`src/rtl/switch_pkg.sv`:
```
package switch_pkg;

    localparam int NUM_PORTS      = 4;
    localparam int NUM_BANKS      = 8;
    localparam int SLOTS_PER_BANK = 4;
    localparam int SLOT_WORDS     = 16;
    localparam int DATA_W         = 16;
    // one entry per slot in the whole switch
    localparam int QUEUE_DEPTH    = 32;

    localparam int PORT_W = $clog2(NUM_PORTS);
    localparam int BANK_W = $clog2(NUM_BANKS);
    localparam int SLOT_W = $clog2(SLOTS_PER_BANK);
    localparam int WORD_W = $clog2(SLOT_WORDS);
    localparam int QPTR_W = $clog2(QUEUE_DEPTH);

    // memory address is {bank, slot, word}
    localparam int ADDR_W = BANK_W + SLOT_W + WORD_W;

    typedef logic [PORT_W-1:0] port_idx_t;
    typedef logic [BANK_W-1:0] bank_idx_t;
    typedef logic [SLOT_W-1:0] slot_idx_t;
    typedef logic [WORD_W-1:0] word_idx_t;
    // 1 to 16 words, so one bit wider than a word index
    typedef logic [WORD_W:0]   word_cnt_t;
    typedef logic [ADDR_W-1:0] addr_t;

    typedef enum logic {MODE_STATIC, MODE_SHARED} match_mode_e;
    typedef enum logic {PRIO_LOW, PRIO_HIGH} prio_e;
    typedef enum logic [1:0] {WR_IDLE, WR_DATA, WR_JOIN} wr_state_e;
    typedef enum logic {RD_IDLE, RD_BUSY} rd_state_e;

    function automatic addr_t slot_addr(bank_idx_t bank, slot_idx_t slot, word_idx_t word);
        return {bank, slot, word};
    endfunction

endpackage

```
`src/rtl/port_wr_frontend.sv`:
```
`timescale 1ns/1ns

module port_wr_frontend import switch_pkg::*; (
    input  logic              clk,
    input  logic              rst_n,
    input  logic              wr_sop,
    input  logic              wr_vld,
    input  logic              wr_eop,
    input  logic [DATA_W-1:0] wr_data,
    input  logic              resv_vld,
    input  bank_idx_t         resv_bank,
    input  slot_idx_t         resv_slot,
    input  logic              join_ack,
    output logic              full,
    output logic              resv_used,
    output logic              wr_en,
    output addr_t             wr_addr,
    output logic [DATA_W-1:0] wr_word,
    output logic              join_req,
    output port_idx_t         join_dest,
    output prio_e             join_prio,
    output bank_idx_t         join_bank,
    output slot_idx_t         join_slot,
    output word_cnt_t         join_len
);

    wr_state_e state;
    word_cnt_t cnt;
    logic      start;

    // a packet may only start on a held reservation
    assign full  = !(state == WR_IDLE && resv_vld);
    assign start = state == WR_IDLE && resv_vld && wr_vld && wr_sop;

    // header goes to word 0, the rest follow the word counter
    assign wr_en   = start || (state == WR_DATA && wr_vld);
    assign wr_addr = (state == WR_IDLE) ? slot_addr(resv_bank, resv_slot, '0)
                                        : slot_addr(join_bank, join_slot, cnt[WORD_W-1:0]);
    assign wr_word = wr_data;

    assign join_req  = state == WR_JOIN;
    assign join_len  = cnt;
    // matcher may look for a new slot once the descriptor is queued
    assign resv_used = join_req && join_ack;

    always_ff @(posedge clk) begin
        if (!rst_n) begin
            state <= WR_IDLE;
            cnt   <= '0;
        end else begin
            case (state)
                WR_IDLE: begin
                    if (start) begin
                        cnt   <= word_cnt_t'(1);
                        state <= wr_eop ? WR_JOIN : WR_DATA;
                    end
                end
                WR_DATA: begin
                    if (wr_vld) begin
                        cnt <= cnt + 1'b1;
                        if (wr_eop) begin
                            state <= WR_JOIN;
                        end
                    end
                end
                WR_JOIN: begin
                    if (join_ack) begin
                        state <= WR_IDLE;
                    end
                end
                default: state <= WR_IDLE;
            endcase
        end
    end

    // descriptor fields, held until the join is acknowledged
    always_ff @(posedge clk) begin
        if (start) begin
            join_bank <= resv_bank;
            join_slot <= resv_slot;
            join_dest <= wr_data[PORT_W-1:0];
            join_prio <= prio_e'(wr_data[2]);
        end
    end

endmodule

```
`config.mk`:
```
export PLATFORM = sky130hd
export DESIGN_NAME = port_wr_frontend
export DESIGN_NICKNAME = d
export VERILOG_FILES = /design/src/rtl/switch_pkg.sv /design/src/rtl/port_wr_frontend.sv
export SDC_FILE = /design/constraint.sdc
export NUM_CORES = 1
export LEC_CHECK = 0
export ABC_CLOCK_PERIOD_IN_PS = 1800
export BUFFER_PORTS_ARGS = -buffer_cell sky130_fd_sc_hd__buf_2
export CAP_MARGIN = 25
export CORE_MARGIN = 4
export CORE_UTILIZATION = 37
export DETAILED_ROUTE_END_ITERATION = 10
export GPL_TIMING_DRIVEN = 0
export PLACE_DENSITY = 0.78
export SLEW_MARGIN = 10
export SYNTH_ARGS = -nofsm -noshare
export SYNTH_HDL_FRONTEND = slang
export SYNTH_SLANG_ARGS = --single-unit
```
`constraint.sdc`:
```
create_clock -name clk -period 1.8 [get_ports clk]
set_input_delay 0.36 -clock clk [delete_from_list [all_inputs] [get_ports clk]]
set_output_delay 0.36 -clock clk [all_outputs]
set_load 0.05 [all_outputs]
```
After elaboration in Yosys (flattened, before gate mapping)
Cells that the tools add are included.

Input port bits: 28. Flip-flop bits (word level): 15. Output and inout port bits: 42. Word-level logic and storage cells: 34.

$add $sub $neg: 1. Eq/ne operators: 6. Multiplexer cells: 10. Reduce and logical (&&, ||, !) cells: 11.

Operator list (number): 2-to-1 mux 2 bit (5); 2-to-1 mux 5 bit (2); case mux 5 bit (2 select lines) (1); 2-to-1 mux 9 bit (1); != test 2 bit, second input constant (4); case mux 2 bit (3 select lines) (1); adder 5 x 1 -> 5 bit, second input constant (1); logical AND 1 bit (5); AND reduction 4 bit (1); AND reduction 3 bit (1); equality test 2 x 1 -> 1 bit, second input constant (1); equality test 2 bit, second input constant (1); logical NOT 2 bit (1); nonzero test 2 bit (1); logical NOT 1 bit (1); logical OR 1 bit (1).

Logic depth before layout (Yosys ltp)
Word-level depth: 6. Mapped depth: 4. Gate-level depth less buffers: 4.

Least setup slack after synthesis
OpenSTA, ideal clock, no wires.

Kind: reg2out. Start: reg cnt[0] (netlist: join_len[0]). End: out wr_addr[0]. Setup slack: -0.026 ns. Cell stages (with the launch flop): 2. Required time: 1.440 ns. Buffers on the path: 0. Data arrival time: 1.466 ns. Cell sequence: dfxtp_1 nor2b_1.

Word-level cells in the longest chain between the ends: 1.

Ends and longest elaborated chain: start: declaration (RTL line port_wr_frontend.sv:28) `word_cnt_t cnt;`; start signal: assignment (RTL line port_wr_frontend.sv:54) `cnt <= word_cnt_t'(1);`; start signal: assignment (RTL line port_wr_frontend.sv:60) `cnt <= cnt + 1'b1;`; 2-to-1 mux 9 bit (RTL line port_wr_frontend.sv:37) `assign wr_addr = (state == WR_IDLE) ? slot_addr(resv_bank, resv_slot, '0)`; end: declaration (RTL line port_wr_frontend.sv:17) `output addr_t wr_addr,`.

Every way passes these cells.

Worst setup path in the final report
Start: reg state[1]. End: out wr_addr[6].

Word-level cells in the longest chain between the ends: 2.

Ends and longest elaborated chain: start: declaration (RTL line port_wr_frontend.sv:27) `wr_state_e state;`; start signal: assignment (RTL line port_wr_frontend.sv:55) `state <= wr_eop ? WR_JOIN : WR_DATA;`; logical NOT 2 bit (RTL line port_wr_frontend.sv:37); 2-to-1 mux 9 bit (RTL line port_wr_frontend.sv:37).

Every way passes these cells.

==> metrics.md <==
| Metric | Value |
|---|---|
| First-pass GRT wire length | 3.484 mm |
| CP max stage delay | ~360 ps |
| Portion of netlist area occupied by mux cells | 0.06767 |
| Post-synth ARST share | 0 |
| Slew Viols, Final | 0 |
| Final setup violation count | 0 |
| Inst Count DP | between 150 and 200 |
| Grt total ovfl | 0 |
| Setup total negative slack | 0 ps |
| Final core utilization | 0.5950 |
| Worst rel slew slack | 0.5805 |
| Die ar. | ~0.003 mm^2 |
| Post-synthesis sequential area ratio | 0.4571 |
| Core area | a little over 0.002 mm^2 |
| EDFF count, synth | 8 |
| Antenna violations before repair | 0 |
| CP Capture Type | primary output |
| Port bufs | 56 |
| Layout cell share with drive strength beyond 1 | 0.6619 |
| XOR/XNOR Fraction of Synth Area | 0 |
| Largest net degree at the start of global routing | 10 |
| DP Wirelength | 1.670 mm |
| LEAKAGE | between 0.5 and 0.6 nW |
| Final Hold Fails | 0 |
| CP Max Fanout | 6 |
| Crit path launch | state[1] |
| Non-filler cells, final | approximately 170 |
| Post-route DRC violation count | 0 |
| CP max-delay cell | dfxtp_2 |
| Multi-input gate area | between 300 and 400 um^2 |
| Total power | 839.3 uW |
| CP arrival | 1380 ps |
| Post-Synth Simple-Gate Area | 0.1985 |
| Synth unique cells | 26 |
| Sequential cell area | about 390 um^2 |
| Worst-path cell chain | nor2_4 > mux2_2 > buf_4 |
| Count leader, synth | buf_4 |
| # IOs | 70 |
| Via count | 796 |
| N_diodes | 0 |
| Crit path launch type | flip-flop |
| Vias in the first global route | 776 |
| Adder-cell area share of the yosys netlist | 0.01504 |
| Width of the die | 55.42 um |
| Seq cells post-synth | 15 |
| Wire length per cell | 12.37 um |
| Syn Inst Count | 78 |
| TritonCTS clock tree | built |
| Post-synth top cells | buf_4, edfxtp_1, dfxtp_1 |
| Worst Clk Skew | 6.601 ps |
| ANT nets after route | 0 |
| Final worst slack | 58.61 ps |
| Pre-antenna DRT Iters | 4 |
| Post-synth top flop | edfxtp_1 |
| Worst Hold Class | input pin to flip-flop |
| Total routed wirelength | just over 2 mm |
| Ranking of synthesized cells by area | edfxtp_1, dfxtp_1, buf_4 |
| Final period utilization | 0.9674 |
| RSZ-0062 raised after global routing | true |
| Filler cells | 190 |
| Post-layout minimum cycle time | 1741 ps |
| Place WS | 16.34 ps |
| FF-to-FF Start | state[1] |
| Met3 wire length | 314 um |
| Area leader, netlist | edfxtp_1 |
| Top-area cell type share of the netlist area | 0.2887 |
| WL met1 | 761 um |
| Critical Path RT | roughly 1400 ps |
| H-tree Lvls | 1 |
| Root buf cell | clkbuf_4 |
| Cts hold-fix bufs | 0 |
| Via-to-Cell Ratio | approximately 4.8 |
| Max Cap Viol | 0 |
| Die Ht | 55.42 um |
| Maximum VDD drop | 0.3156 mV |
| Routed wl met2 | 952 um |
| Syn_nets | roughly 110 |
| Num Clock Sinks | 15 |
| Worst-path clk slew | around 90 ps |
| Pwr Density | approximately 700 mW/mm^2 |
| CP top delay family | flip-flops |
| Num rows | 16 |
| YS warnings | 0 |
| Global-route usage over all layers | 0.1354 |
| Mapped Area | 832.0 um^2 |
| Status | completed |
| Fin nets | 169 |
| Worst skew pair latency | approximately 280 ps |
| Initial Utilization | 0.4075 |
| Maximum clock frequency | 574.3 MHz |
| CTS Buf Count | 3 |
| Routability congestion estimate | 0.7041 |
| Max Used Layer | met4 |
| Setup CP Type | flip-flop to primary output |
| Largest family of logic cells by synthesized area | simple AND/OR/NAND/NOR gates |
| Synth Area in Compound Gates | 0.09925 |
| Slew @ Worst Pin | 626.9 ps |
| Hold Path Origin | resv_bank[0] |
| Initial DRC count | 28 |
| Buf/Inv on CP | 1 |
| Layout area overhead | 46.02% |
| Avg Inst Size Synth | 10.67 um^2 |
| Clk buf depth | 2 |
==> logic make-up (layout without fill, tap and decap cells) <==
| group | after synthesis | in the layout |
|---|---|---|
| and+or+nand+nor | 26 | 26 |
| DFF | 15 | 15 |
| muxes | 5 | 5 |
| buffers and inverters | 18 | 79 |
| adders and majority gates | 1 | 1 |
| AOI/OAI and AO/OA | 13 | 13 |
==> cells in the final DEF, fill, tap and decap left out, drive strengths merged, types with 2 or more instances in the layout <==
cell,count
a21oi,5
and2b,2
buf,74
clkbuf,3
dfxtp,7
edfxtp,8
mux2,5
nand2,3
nand2b,2
nand3,4
nor2,3
nor2b,5
o21ai,2
o31ai,3
or4,3
==> through the flow <==
step	hold WS, ps	instance area, um^2
after global placement	459.9	1154
after floorplan	458.9	839.6
final	264.1	1215
after global routing	247.9	1215
after CTS	252.6	1211
after detailed placement	482.7	1154
==> flip-flops by register name, indices dropped and copies added (netlist names) <==
name       flops
join_len       5
join_bank      3
join_dest      2
join_slot      2
state          2
join_prio      1
==> routing by layer <==
metal | vias to the layer above | track usage
li1 | 385 | -
met1 | 344 | 0.1536
met4 | 0 | 0.04861
met5 | - | 0
met2 | 65 | 0.2314
met3 | 2 | 0.04895
==> layout make-up <==
cell class / instances / share of cell area
repair buffers: 57 / 0.2472
clock buffers: 3 / 0.01854
well taps: 27 / 0.02781
inverters: 1 / 0.003090
clock inverters: 1 / 0.004119
plain buffers: 17 / 0.1081
flip-flops and latches: 15 / 0.3172
multi-input cells: 45 / 0.2739
==> worst register-to-register path: cells and delay by family, from the launching register on <==
| kind | cells | cell delay [ps] |
|---|---|---|
| AND/OR/NAND/NOR | 2 | 920 |
| flip-flops | 1 | 360 |
==> path summary, 6_finish.rpt <==
path | endpoint | slack, ps | cells after the start
worst max-delay path | wr_addr[6] | 60 | 3
worst min register to register | join_len[4] | 510 | 2
worst min-delay path | join_bank[0] | 260 | 1
worst max register to register | join_slot[0] | 160 | 2
==> report_power, final <==
group          leakage [nW]  internal (mW)  switching [mW]
clock network        0.0177         0.0823           0.108
logic                 0.439         0.0874           0.187
registers             0.131          0.368         0.00672
total                 0.588          0.538           0.301
==> repair_timing <==
action,4_1_cts,5_1_grt
buffers inserted,1,0
pin swaps,1,1
setup endpoints to repair,10,7
resized for setup,8,2
No activity file was read; power rests on OpenSTA's default activity.
