`src/rtl/switch_pkg.sv`:
```
package switch_pkg;

    localparam int NUM_PORTS      = 4;
    localparam int NUM_BANKS      = 8;
    localparam int SLOTS_PER_BANK = 4;
    localparam int SLOT_WORDS     = 16;
    localparam int DATA_W         = 16;
    // one entry per slot in the whole switch
    localparam int QUEUE_DEPTH    = 32;

    localparam int PORT_W = $clog2(NUM_PORTS);
    localparam int BANK_W = $clog2(NUM_BANKS);
    localparam int SLOT_W = $clog2(SLOTS_PER_BANK);
    localparam int WORD_W = $clog2(SLOT_WORDS);
    localparam int QPTR_W = $clog2(QUEUE_DEPTH);

    // memory address is {bank, slot, word}
    localparam int ADDR_W = BANK_W + SLOT_W + WORD_W;

    typedef logic [PORT_W-1:0] port_idx_t;
    typedef logic [BANK_W-1:0] bank_idx_t;
    typedef logic [SLOT_W-1:0] slot_idx_t;
    typedef logic [WORD_W-1:0] word_idx_t;
    // 1 to 16 words, so one bit wider than a word index
    typedef logic [WORD_W:0]   word_cnt_t;
    typedef logic [ADDR_W-1:0] addr_t;

    typedef enum logic {MODE_STATIC, MODE_SHARED} match_mode_e;
    typedef enum logic {PRIO_LOW, PRIO_HIGH} prio_e;
    typedef enum logic [1:0] {WR_IDLE, WR_DATA, WR_JOIN} wr_state_e;
    typedef enum logic {RD_IDLE, RD_BUSY} rd_state_e;

    function automatic addr_t slot_addr(bank_idx_t bank, slot_idx_t slot, word_idx_t word);
        return {bank, slot, word};
    endfunction

endpackage

```
`src/rtl/bank_matcher.sv`:
```
`timescale 1ns/1ns

module bank_matcher import switch_pkg::*; #(
    parameter int PORT_IDX = 0
) (
    input  logic                                     clk,
    input  logic                                     rst_n,
    input  match_mode_e                              match_mode,
    input  bank_idx_t                                time_stamp,
    input  logic [NUM_BANKS-1:0][SLOTS_PER_BANK-1:0] bank_busy,
    input  logic                                     resv_used,
    output logic                                     claim,
    output bank_idx_t                                claim_bank,
    output slot_idx_t                                claim_slot,
    output logic                                     resv_vld,
    output bank_idx_t                                resv_bank,
    output slot_idx_t                                resv_slot
);

    logic slot_free;

    // port offset plus timestamp keeps every port on a different bank each cycle
    always_comb begin
        if (match_mode == MODE_STATIC) begin
            // own pair of banks only
            claim_bank = bank_idx_t'(PORT_IDX * 2) + bank_idx_t'(time_stamp[0]);
        end else begin
            claim_bank = time_stamp + bank_idx_t'(PORT_IDX * 2);
        end
    end

    // first free slot wins, scanned downwards so the lowest sticks
    always_comb begin
        claim_slot = '0;
        for (int s = SLOTS_PER_BANK - 1; s >= 0; s--) begin
            if (!bank_busy[claim_bank][s]) begin
                claim_slot = slot_idx_t'(s);
            end
        end
    end

    assign slot_free = !(&bank_busy[claim_bank]);
    // no claim while the switch is held in reset
    assign claim     = rst_n && !resv_vld && slot_free;

    always_ff @(posedge clk) begin
        if (!rst_n) begin
            resv_vld <= 1'b0;
        end else if (claim) begin
            resv_vld <= 1'b1;
        end else if (resv_used) begin
            resv_vld <= 1'b0;
        end
    end

    always_ff @(posedge clk) begin
        if (claim) begin
            resv_bank <= claim_bank;
            resv_slot <= claim_slot;
        end
    end

endmodule

```
`config.mk`:
```
export PLATFORM = sky130hd
export DESIGN_NAME = bank_matcher
export DESIGN_NICKNAME = d
export VERILOG_FILES = /design/src/rtl/switch_pkg.sv /design/src/rtl/bank_matcher.sv
export SDC_FILE = /design/constraint.sdc
export NUM_CORES = 1
export LEC_CHECK = 0
export ABC_AREA = 1
export ABC_CLOCK_PERIOD_IN_PS = 1400
export BUFFER_PORTS_ARGS = -buffer_cell sky130_fd_sc_hd__buf_2
export CAP_MARGIN = 10
export CORE_UTILIZATION = 35
export DETAILED_ROUTE_END_ITERATION = 7
export PLACE_DENSITY = 0.75
export SYNTH_ARGS = -nofsm -noshare
export SYNTH_HDL_FRONTEND = slang
export SYNTH_SLANG_ARGS = --single-unit
```
`constraint.sdc`:
```
create_clock -name clk -period 1.4 [get_ports clk]
set_clock_uncertainty 0.2 [all_clocks]
set_input_delay 0.14 -clock clk [delete_from_list [all_inputs] [get_ports clk]]
set_output_delay 0.14 -clock clk [all_outputs]
set_load 0.01 [all_outputs]
```
; Yosys cells after proc, flatten, opt, wreduce, memory -nomap -nowiden
; Cells that the tools add are included.
; W data, S select, Z words.
[word_totals]
register_bits = 6
inputBits = 39
out_inout_bits = 12
wordCells = 19
[op_classes]
n_lt_le_gt_ge = 1
n_mux = 9
n_reduce_logical = 6
[op_table]
columns = op, count
row1 = $bmux W4 S3, 1
row2 = $mux W2, 4
row3 = $lt A3 B4 Y1 const B, 1
row4 = $mux W4, 1
row5 = $reduce_and A4 Y1, 1
row6 = $mux W3, 1
row7 = $logic_and A1 B1 Y1, 2
row8 = $logic_not A1 Y1, 2
row9 = $mux W1, 2
row10 = $reduce_bool A2 Y1, 1

; Logic depth before layout (Yosys ltp)
; Gate-level depths: netlist (run 1).
[logic_depth]
ltp_word = 7
ltp_mapped = 11
depth_no_buf = 10

; Worst setup path after synthesis (run 1)
; No wires, ideal clock.
[synth_path]
path_type = input to register
start = input time_stamp[0]
end = register resv_bank[0] (enable)
setup_time_ns = 0.324
t_arrival_ns = 1.036
setup_slack_ns = -0.160
cell_stages = 11
path_buffers = 2
path_cell_list = buf_6 inv_4 buf_6 nand2_1 nand3_1 nand3_1 nand2_1 nor2_1 nand2_1 nand2_1 inv_1
[synth_between]
elab_chain_cells = 6
[synth_lines]
columns = item, line
row1 = from (decl), bank_matcher.sv:9  ; input bank_idx_t time_stamp,
row2 = $mux W3, bank_matcher.sv:24  ; if (match_mode == MODE_STATIC) begin
row3 = $bmux W4 S3, bank_matcher.sv:42  ; assign slot_free = !(&bank_busy[claim_bank]);
row4 = $mux W4 (not written as such), bank_matcher.sv:42
row5 = $reduce_and A4 Y1, bank_matcher.sv:42
row6 = $logic_not A1 Y1, bank_matcher.sv:42
row7 = $logic_and A1 B1 Y1, bank_matcher.sv:44  ; assign claim = rst_n && !resv_vld && slot_free;
row8 = net claim, bank_matcher.sv:12  ; output logic claim,
row9 = to (signal assigned), bank_matcher.sv:58  ; resv_bank <= claim_bank;
row10 = to (decl), bank_matcher.sv:16  ; output bank_idx_t resv_bank,
; The timed path passes the listed nets, and every way through them passes these cells. The select of a mux whose other input is x is not followed.
; A chain may end at the register's enable or synchronous reset.

; Final worst setup path (run 1)
[layout_path]
start = input time_stamp[0]
end = output claim
[layout_between]
elab_chain_cells = 6
[layout_lines]
columns = item, line
row1 = $mux W3, bank_matcher.sv:24
row2 = $bmux W4 S3, bank_matcher.sv:42
row3 = $mux W4 (not written as such), bank_matcher.sv:42
row4 = $reduce_and A4 Y1, bank_matcher.sv:42
row5 = $logic_not A1 Y1, bank_matcher.sv:42
row6 = $logic_and A1 B1 Y1, bank_matcher.sv:44
row7 = to (decl), bank_matcher.sv:12
; No other way between the ends. The select of a mux whose other input is x is not followed.

==> results of run 1 <==
[worst paths after layout]
check | from | end | slack [ps]
max reg2reg | resv_vld | resv_vld | 60
max | time_stamp[0] | claim | -130
min | time_stamp[0] | resv_bank[0] | 50
min reg2reg | resv_vld | resv_vld | 340
[cells by family after synthesis]
logic type | after synthesis | share of synthesized area (%)
compound gates | 1 | 0.7512
simple gates | 75 | 50.75
flops | 6 | 25.56
buf+inv | 34 | 22.93
[final cells by class]
class,count,share of cell area (%)
Tap cell,25,2.374
Clock buffer,4,1.994
Inverter,30,9.687
Multi-Input combinational cell,76,35.99
Timing Repair Buffer,69,35.80
Sequential cell,6,12.92
Timing Repair inverter,1,1.235
[worst reg2reg max path, cell delays in order (launching register included)]
cell     delay, ps
dfxtp_1        330
nor2_1         150
nand2_2         80
buf_4          130
buf_6          100
buf_4          120
buf_4          120
nand2_2         40
[repair_timing]
| action | 4_1_cts | 5_1_grt |
|---|---|---|
| endpoints found under the hold margin | 1 | 0 |
| setup endpoints to repair | 3 | 9 |
| pin swaps | 12 | 11 |
| hold buffers | 2 | 0 |
| gates cloned | 2 | 0 |
| gates resized for setup | 26 | 21 |
| buffers inserted | 5 | 2 |
[metrics by stage]
step | std cells | setup slack [ps] | power [W] | cell area, um^2
after floorplan | 116 | -63.95 | 0.0003852 | 683.2
after global placement | 197 | -202.3 | 0.0005036 | 1015
after detailed placement | 197 | -242.8 | 0.0005085 | 1015
after CTS | 210 | -129.7 | 0.0007695 | 1230
after global routing | 211 | -194.0 | 0.0008690 | 1318
final | 211 | -126.7 | 0.0008241 | 1318
[per-layer routing]
metal | up-vias | global-route usage (%) | share of wire (%)
li1 | 488 | - | -
met1 | 457 | 23.91 | 40
met2 | 30 | 44.86 | 54
met3 | 6 | 3.175 | 3.8
met4 | 0 | 14.55 | 2.2
met5 | - | 0 | 0
[cells in the mapped netlist]
library cell	n	area, um^2
inv_2	1	3.750
nand3_2	3	30.03
nor2_2	1	6.260
buf_6	2	22.52
nor3_1	1	5.000
nand2_2	3	18.77
edfxtp_1	5	150.1
nand3_1	18	90.09
nand2_1	46	172.7
nor2_1	2	7.510
buf_4	2	15.01
dfxtp_1	1	20.02
inv_1	28	105.1
a21oi_1	1	5.000
inv_4	1	6.260
nand3b_1	1	7.510
[where the power goes]
part / internal (W) / switching, W
sequential: 0.000218 / 0.00000784
combinational: 0.000207 / 0.000213
clock: 0.000108 / 0.0000693
[state kept, by name, indices dropped and copies added (netlist names)]
signal / flops
resv_bank: 3
resv_slot: 2
resv_vld: 1
==> metrics.txt, run 1 <==
status=finished with violations; failing checks=negative setup slack; die area=approximately 2100 um^2; CP arrival=roughly 1200 ps; R2R depth=7; final hold slack=49.42 ps; Synth Area per Inst=around 5.7 um^2; Highest Clock Rate=between 600 and 700 MHz; fin crit share=109.1%; n_diodes=0; Die Y=45.61 um; routed vias/inst=about 4.6; Worst Tran Pin Value=roughly 240 ps; Cell Rows=15; smallest setup slack after layout=-126.7 ps; commonest non-fill, non-tap cell in the layout=buf_2; worst hold-check path type=in -> reg; Hold Vio Cnt, Final=0; Worst Setup Path Type=in -> out; Multi-input gate area=474.2 um^2; Clock Latency Late Sink=around 240 ps; power density cells=625.5 nW/um^2; FILL cells=between 100 and 150; CP max stage delay=roughly 140 ps; CP Depth=13; most frequent cells in the layout=48 x buf_2, 31 x nand2_1, 26 x inv_1; CTS buffer count=3; unrepaired setup endpoints after global routing=true; max-slew violation count=0; flops & latches, synth=6; clock root buffer=clkbuf_4; Slowest-stage cell, CP=buf_12; Remaining Overflow, GRT=0; via count=just under 1000; layout cells sized above 1=60.22%; Fin Setup TNS=-921.4 ps; Buffers on Ports=50; Crit path max-delay family=simple AND/OR/NAND/NOR gates; relative slew slack=between 80 and 90%; CP max FO=8; Starting Density=a little under two fifths; Max Buffers Root-to-Sink=2; Buf/Inv on CP=5; setup violators final=9; HPWL after detailed placement=~1400 um; global-route wire length before repair=roughly 3400 um; DRC=0; DR WL/cell=~12 um; leakage=slightly below 0.8 nW; Core ar.=around 1700 um^2; clock period minus worst slack=roughly 1500 ps; register area share after synthesis=25.56%; H-tree Lvls=1; Synth Instances=about 120; Final nets=226; GRT Total Usage=between 20% and 30%; area grow syn2layout=97.93%; CTS sink count=6; Synth warnings=0; Max-cap violations=0; gpl congestion=0.7559; Cell Chain, Critical Path=buf_12 > buf_12 > inv_12 > nand2_2 > nand2_1 > nand2_1 > nand3_1 > nand2_2 > nor2_1 > nand2_1 > nand2_2 > inv_2 > buf_6; Routed Antenna Nets=0; pin count of the biggest net entering global routing=11; Pre-Repair DR Iteration Count=4; die width=45.61 um; vias in the first global route=~900; initial antenna violation count=0; Post-Syn Nets=155; total wire length=between 2000 and 3000 um; CTS clock-pin slew for the worst setup and hold paths=40 ps; worst vdd ir=about 0.33 mV; hold depth=2; Startpoint Class=primary input; CP endpoint kind=output port; drt initial violations=18; Synth cell types=16; Storage cell area=~170 um^2; # IOs=51; post-synthesis cell area=between 600 and 700 um^2; worst endpoint required time=between 1000 and 1500 ps; CTS tree=built; final core area utilization=75.48%
(Power assumes the default switching activity.)
==> run 2: changes to the inputs <==
--- a/config.mk
+++ b/config.mk
@@ -9,9 +9,10 @@
 export ABC_CLOCK_PERIOD_IN_PS = 1400
 export BUFFER_PORTS_ARGS = -buffer_cell sky130_fd_sc_hd__buf_2
 export CAP_MARGIN = 10
-export CORE_UTILIZATION = 35
+export CORE_UTILIZATION = 37
+export CTS_BUF_LIST = sky130_fd_sc_hd__clkbuf_4
 export DETAILED_ROUTE_END_ITERATION = 7
-export PLACE_DENSITY = 0.75
+export PLACE_DENSITY = 0.78
 export SYNTH_ARGS = -nofsm -noshare
 export SYNTH_HDL_FRONTEND = slang
 export SYNTH_SLANG_ARGS = --single-unit
==> metrics.txt, run 2 (same netlist as run 1, synthesis figures left out) <==
Buffers on Ports=50 (unchanged); leakage=0.7991 nW (was 0.7898 nW); Max-cap violations=0 (unchanged); CP endpoint kind=output port (unchanged); Clock Latency Late Sink=240 ps (about the same); CTS tree=built (unchanged); worst endpoint required time=1060 ps (about the same); Top reg by flops=resv_bank (unchanged); status=finished with violations (unchanged); Comb power frac=50.4% (was 51.0%); final hold slack=142.8 ps (was 49.42 ps); # IOs=51 (unchanged); GRT Total Usage=24.66% (was 23.68%); clock period minus worst slack=1512 ps (was 1527 ps); CTS buffer count=3 (unchanged); Remaining Overflow, GRT=0 (unchanged); Critical R2R Launch=resv_vld (unchanged); worst hold-check path type=in -> reg (unchanged); Max Buffers Root-to-Sink=2 (unchanged); vias in the first global route=989 (was 881); hold depth=3 (was 2); global-route wire length before repair=3698 um (was 3415 um); total wire length=2485 um (was 2581 um); Routed Antenna Nets=0 (unchanged); DR WL/cell=12.00 um (was 12.23 um); Endpoint, Worst Hold=resv_bank[0] (unchanged); HPWL after detailed placement=1513 um (was 1421 um); Startpoint Class=primary input (unchanged); Sw Share=34.50% (was 35.24%); failing checks=negative setup slack (unchanged); CP arrival=1170 ps (was 1190 ps); area grow syn2layout=101.5% (was 97.93%); routed vias/inst=4.816 (was 4.649); r2r endpoint=resv_bank[2] (was resv_vld); clock root buffer=clkbuf_4 (unchanged); pin count of the biggest net entering global routing=17 (was 11); via count=997 (was 981); initial antenna violation count=0 (unchanged); Clk pwr share=22.8% (was 21.6%); Worst Setup Path Type=in -> out (unchanged); most frequent cells in the layout=46 x buf_2, 29 x nand2_1, 25 x inv_1 (was 48 x buf_2, 31 x nand2_1, 26 x inv_1); relative slew slack=88.04% (was 83.91%); Core ar.=1594 um^2 (was 1745 um^2); DRC=0 (unchanged); final cell count without fillers=207 (was 211); FF-to-FF setup slack=140 ps (was 60 ps); Highest Clock Rate=661.3 MHz (was 655.0 MHz); max-slew violation count=0 (unchanged); setup violators final=8 (was 9); gpl congestion=0.8663 (was 0.7559); die width=44.42 um (was 45.61 um); Die Y=44.42 um (was 45.61 um); Pre-Repair DR Iteration Count=4 (unchanged); Cell Rows=14 (was 15); CTS sink count=6 (unchanged); DP Cell Count=195 (was 197); sequential share of power=26.8% (was 27.5%); worst vdd ir=0.3976 mV (was 0.3271 mV); die area=1973 um^2 (was 2080 um^2); unrepaired setup endpoints after global routing=true (unchanged); commonest non-fill, non-tap cell in the layout=buf_2 (unchanged); max reg flops=3 (unchanged); Starting Density=41.76% (was 38.14%); drt initial violations=19 (was 18); switching power=0.0002902 W (was 0.0002904 W); smallest setup slack after layout=-112.1 ps (was -126.7 ps); CTS clock-pin slew for the worst setup and hold paths=40 ps (about the same); final core area utilization=84.14% (was 75.48%); HP Start=time_stamp[0] (unchanged); layout cells sized above 1=63.93% (was 60.22%); fin crit share=108.0% (was 109.1%); R2R depth=4 (was 7); Final nets=223 (was 226); Worst Tran Pin Value=178.4 ps (was 241.1 ps); largest registers=resv_bank: 3 flops, resv_slot: 2 flops, resv_vld: 1 flops (unchanged); Hold Vio Cnt, Final=0 (unchanged); n_diodes=0 (unchanged); CP max FO=6 (was 8); power density cells=627.1 nW/um^2 (was 625.5 nW/um^2); Power Internal=0.0005509 W (was 0.0005336 W); H-tree Lvls=1 (unchanged)
run 2: final cells by class:
type,count,area [um^2]
tap,24,30.03
inverter,30,130.1
fill,97,252.7
sequential,6,170.2
multi-input combinational,76,516.7
clock buffer,4,30.03
timing repair buffer,67,464.2
run 2: power by group through the flow:
stage               clock network, W  registers [W]  logic (W)
global placement                   0       0.000227   0.000271
detailed placement                 0       0.000229   0.000278
floorplan                          0       0.000238   0.000147
global route                0.000206       0.000227   0.000456
finish                      0.000192       0.000225   0.000424
CTS                         0.000192       0.000226   0.000383
run 2: worst max-delay path by stage:
stage,start,endpoint,slack (ps)
after floorplan,time_stamp[0],resv_bank[0],-60
after CTS,time_stamp[0],claim_slot[0],-30
final,time_stamp[0],claim_slot[0],-110
after detailed placement,time_stamp[0],resv_bank[2],-220
after global routing,time_stamp[0],claim_slot[0],-150
after global placement,time_stamp[0],claim,-180
run 2: worst max-delay path, stage by stage:
cell and delay (ps):
buf_12 130, buf_12 140, nand2_2 50, nand2_1 60
nand2_1 100, nand3_2 90, nand2_4 100, inv_2 40
a21oi_2 160, buf_2 150
run 2: metrics by stage:
stage | setup slack [ps] | power (W) | instance area (um^2) | setup TNS, ps
3_3_place_gp | -182.0 | 0.0004977 | 993.5 | -1439
4_1_cts | -32.19 | 0.0008008 | 1277 | -61.78
5_1_grt | -150.2 | 0.0008900 | 1341 | -579.2
2_1_floorplan | -63.95 | 0.0003852 | 683.2 | -377.0
3_5_place_dp | -218.7 | 0.0005067 | 993.5 | -1852
6_report | -112.1 | 0.0008411 | 1341 | -277.1
run 2: timing repair:
action | in CTS | in global routing
cloned | 1 | 0
setup buffers | 5 | 0
endpoints found under the setup margin | 3 | 8
hold buffers | 2 | 0
hold endpoints to repair | 1 | 0
pin swaps | 21 | 16
gates resized for setup | 46 | 16
run 2: layer usage:
metal / wire length, um / track usage [%] / vias to the layer above
li1: - / - / 478
met1: 925 / 26.82 / 452
met2: 1354 / 48.53 / 65
met3: 196 / 1.633 / 2
met4: 8 / 9.697 / 0
met5: 0 / 0 / -
==> run 3: changes to the inputs <==
--- a/config.mk
+++ b/config.mk
@@ -12,7 +12,7 @@
 export CORE_UTILIZATION = 37
 export CTS_BUF_LIST = sky130_fd_sc_hd__clkbuf_4
 export DETAILED_ROUTE_END_ITERATION = 7
-export PLACE_DENSITY = 0.78
+export PLACE_DENSITY = 0.84
 export SYNTH_ARGS = -nofsm -noshare
 export SYNTH_HDL_FRONTEND = slang
 export SYNTH_SLANG_ARGS = --single-unit
==> metrics.txt, run 3 (same netlist as run 1, synthesis figures left out) <==
Worst Setup Path Type=in -> out (unchanged); power density cells=657.3 nW/um^2 (was 627.1 nW/um^2); commonest non-fill, non-tap cell in the layout=buf_2 (unchanged); Core ar.=1594 um^2 (unchanged); CP arrival=1270 ps (was 1170 ps); Pre-Repair DR Iteration Count=6 (was 4); Critical Path Most Common Cell=nand3_1; initial antenna violation count=0 (unchanged); failing checks=negative setup slack (unchanged); die area=1973 um^2 (unchanged); Worst Tran Pin Value=220.7 ps (was 178.4 ps); status=finished with violations (unchanged); CP endpoint kind=output port (unchanged); most frequent cells in the layout=48 x buf_2, 35 x nand2_1, 27 x inv_1 (was 46 x buf_2, 29 x nand2_1, 25 x inv_1); Top reg by flops=resv_bank (unchanged); DP Cell Count=195 (unchanged); max-slew violation count=0 (unchanged); Max-cap violations=0 (unchanged); CTS sink count=6 (unchanged); leakage=0.7852 nW (was 0.7991 nW); CTS clock-pin slew for the worst setup and hold paths=50 ps (was 40 ps); Cell Rows=14 (unchanged); Cell Chain, Critical Path=buf_12 > buf_16 > nand2_1 > nand3_1 > nand3_1 > nand2_2 > buf_6 > nor3_4 > buf_2 (was buf_12 > buf_12 > nand2_2 > nand2_1 > nand2_1 > nand3_2 > nand2_4 > inv_2 > a21oi_2 > buf_2); DRC=0 (unchanged); Setup WS pre-CTS=-254.5 ps (was -218.7 ps); CP max stage delay=170 ps (was 160 ps); routed vias/inst=4.743 (was 4.816); Hold Vio Cnt, Final=0 (unchanged); Slowest-stage cell, CP=nor3_4 (was a21oi_2); drt initial violations=14 (was 19); Max Buffers Root-to-Sink=2 (unchanged); Die Y=44.42 um (unchanged); Buffers on Ports=50 (unchanged); max reg flops=3 (unchanged); DR WL/cell=11.72 um (was 12.00 um); Buf/Inv on CP=4 (unchanged); # IOs=51 (unchanged); global-route wire length before repair=3408 um (was 3698 um); Highest Clock Rate=622.5 MHz (was 661.3 MHz); HPWL after detailed placement=1403 um (was 1513 um); Remaining Overflow, GRT=0 (unchanged); smallest setup slack after layout=-206.5 ps (was -112.1 ps); GRT Total Usage=23.36% (was 24.66%); gpl congestion=0.7581 (was 0.8663); largest registers=resv_bank: 3 flops, resv_slot: 2 flops, resv_vld: 1 flops (unchanged); relative slew slack=85.23% (was 88.04%); CTS tree=built (unchanged); area grow syn2layout=95.11% (was 101.5%); total wire length=2462 um (was 2485 um); layout cells sized above 1=55.91% (was 63.93%); pin count of the biggest net entering global routing=11 (was 17); n_diodes=0 (unchanged); CP max FO=9 (was 6); setup violators final=8 (unchanged); fin crit share=114.8% (was 108.0%); worst hold-check path type=in -> reg (unchanged); Routed Antenna Nets=0 (unchanged); final cell count without fillers=210 (was 207); clock root buffer=clkbuf_4 (unchanged); clock period minus worst slack=1607 ps (was 1512 ps); worst vdd ir=0.3166 mV (was 0.3976 mV); unrepaired setup endpoints after global routing=true (unchanged); CTS buffer count=3 (unchanged); Placed Area=993.5 um^2 (unchanged); Final nets=226 (was 223); final core area utilization=81.48% (was 84.14%); Starting Density=41.76% (unchanged); H-tree Lvls=1 (unchanged); Clock Latency Late Sink=250 ps (was 240 ps); Post-Layout Inst Area=1299 um^2 (was 1341 um^2); Startpoint Class=primary input (unchanged); Crit path max-delay family=simple AND/OR/NAND/NOR gates (was buffers and inverters); worst endpoint required time=1060 ps (about the same); via count=996 (was 997); die width=44.42 um (unchanged); vias in the first global route=894 (was 989)
run 3: cell count changes in the layout (fill, tap and decap cells not counted), moves of 3 or more:
cell / previous run / this run
nand2_4: 6 / 3
nand3_2: 19 / 11
nand2_1: 29 / 35
inv_2: 3 / 0
nand2_2: 14 / 11
nand3_1: 2 / 10
run 3: repair_timing:
| item | in CTS | in global routing |
|---|---|---|
| hold buffers | 2 | 0 |
| setup buffers | 4 | 2 |
| endpoints found under the setup margin | 3 | 9 |
| gates cloned | 3 | 0 |
| pin swaps | 9 | 10 |
| endpoints found under the hold margin | 1 | 0 |
| gates resized for setup | 27 | 13 |
run 3: area by class of cell:
cell class / count / area (um^2)
Timing Repair inverter: 1 / 11.26
Fill cell: 112 / 295.3
Inverter: 30 / 130.1
Clock buffer: 4 / 30.03
Timing Repair Buffer: 69 / 479.2
Tap cell: 24 / 30.03
Multi-Input combinational cell: 76 / 447.9
Sequential cell: 6 / 170.2
run 3: metal layers:
layer | up-vias | routed length, um | track usage, %
li1 | 490 | - | -
met5 | - | 0 | 0
met3 | 8 | 210 | 1.633
met1 | 430 | 913 | 23.44
met4 | 0 | 67 | 7.273
met2 | 68 | 1271 | 49.12
run 3: through the flow:
| stage | setup TNS, ps | power, W | hold slack, ps |
|---|---|---|---|
| floorplan | -377.0 | 0.0003852 | 38.87 |
| global placement | -1620 | 0.0004979 | 194.3 |
| detailed placement | -2120 | 0.0005070 | 211.8 |
| CTS | -391.9 | 0.0007922 | 17.70 |
| global route | -1472 | 0.0008938 | 33.62 |
| finish | -944.0 | 0.0008537 | 26.25 |
run 3: where the power goes:
group | switching [W] | total [W] | internal [W]
logic | 0.000216 | 0.000427 | 0.000211
registers | 0.00000643 | 0.000225 | 0.000218
clock network | 0.0000736 | 0.000202 | 0.000128
run 3: worst register-to-register path, delay by kind of cell, from the launching register on:
kind                   cells  cell delay, ps
AND/OR/NAND/NOR            2             310
buffers and inverters      2             190
flip-flops                 1             320
run 3: worst paths after layout:
check	slack, ps	to	start	depth (start not counted)
setup / recovery	-210	claim_slot[1]	time_stamp[0]	9
hold / removal	30	resv_bank[0]	time_stamp[0]	2
setup reg to reg	100	resv_bank[1]	resv_vld	4
hold reg to reg	320	resv_vld	resv_vld	2
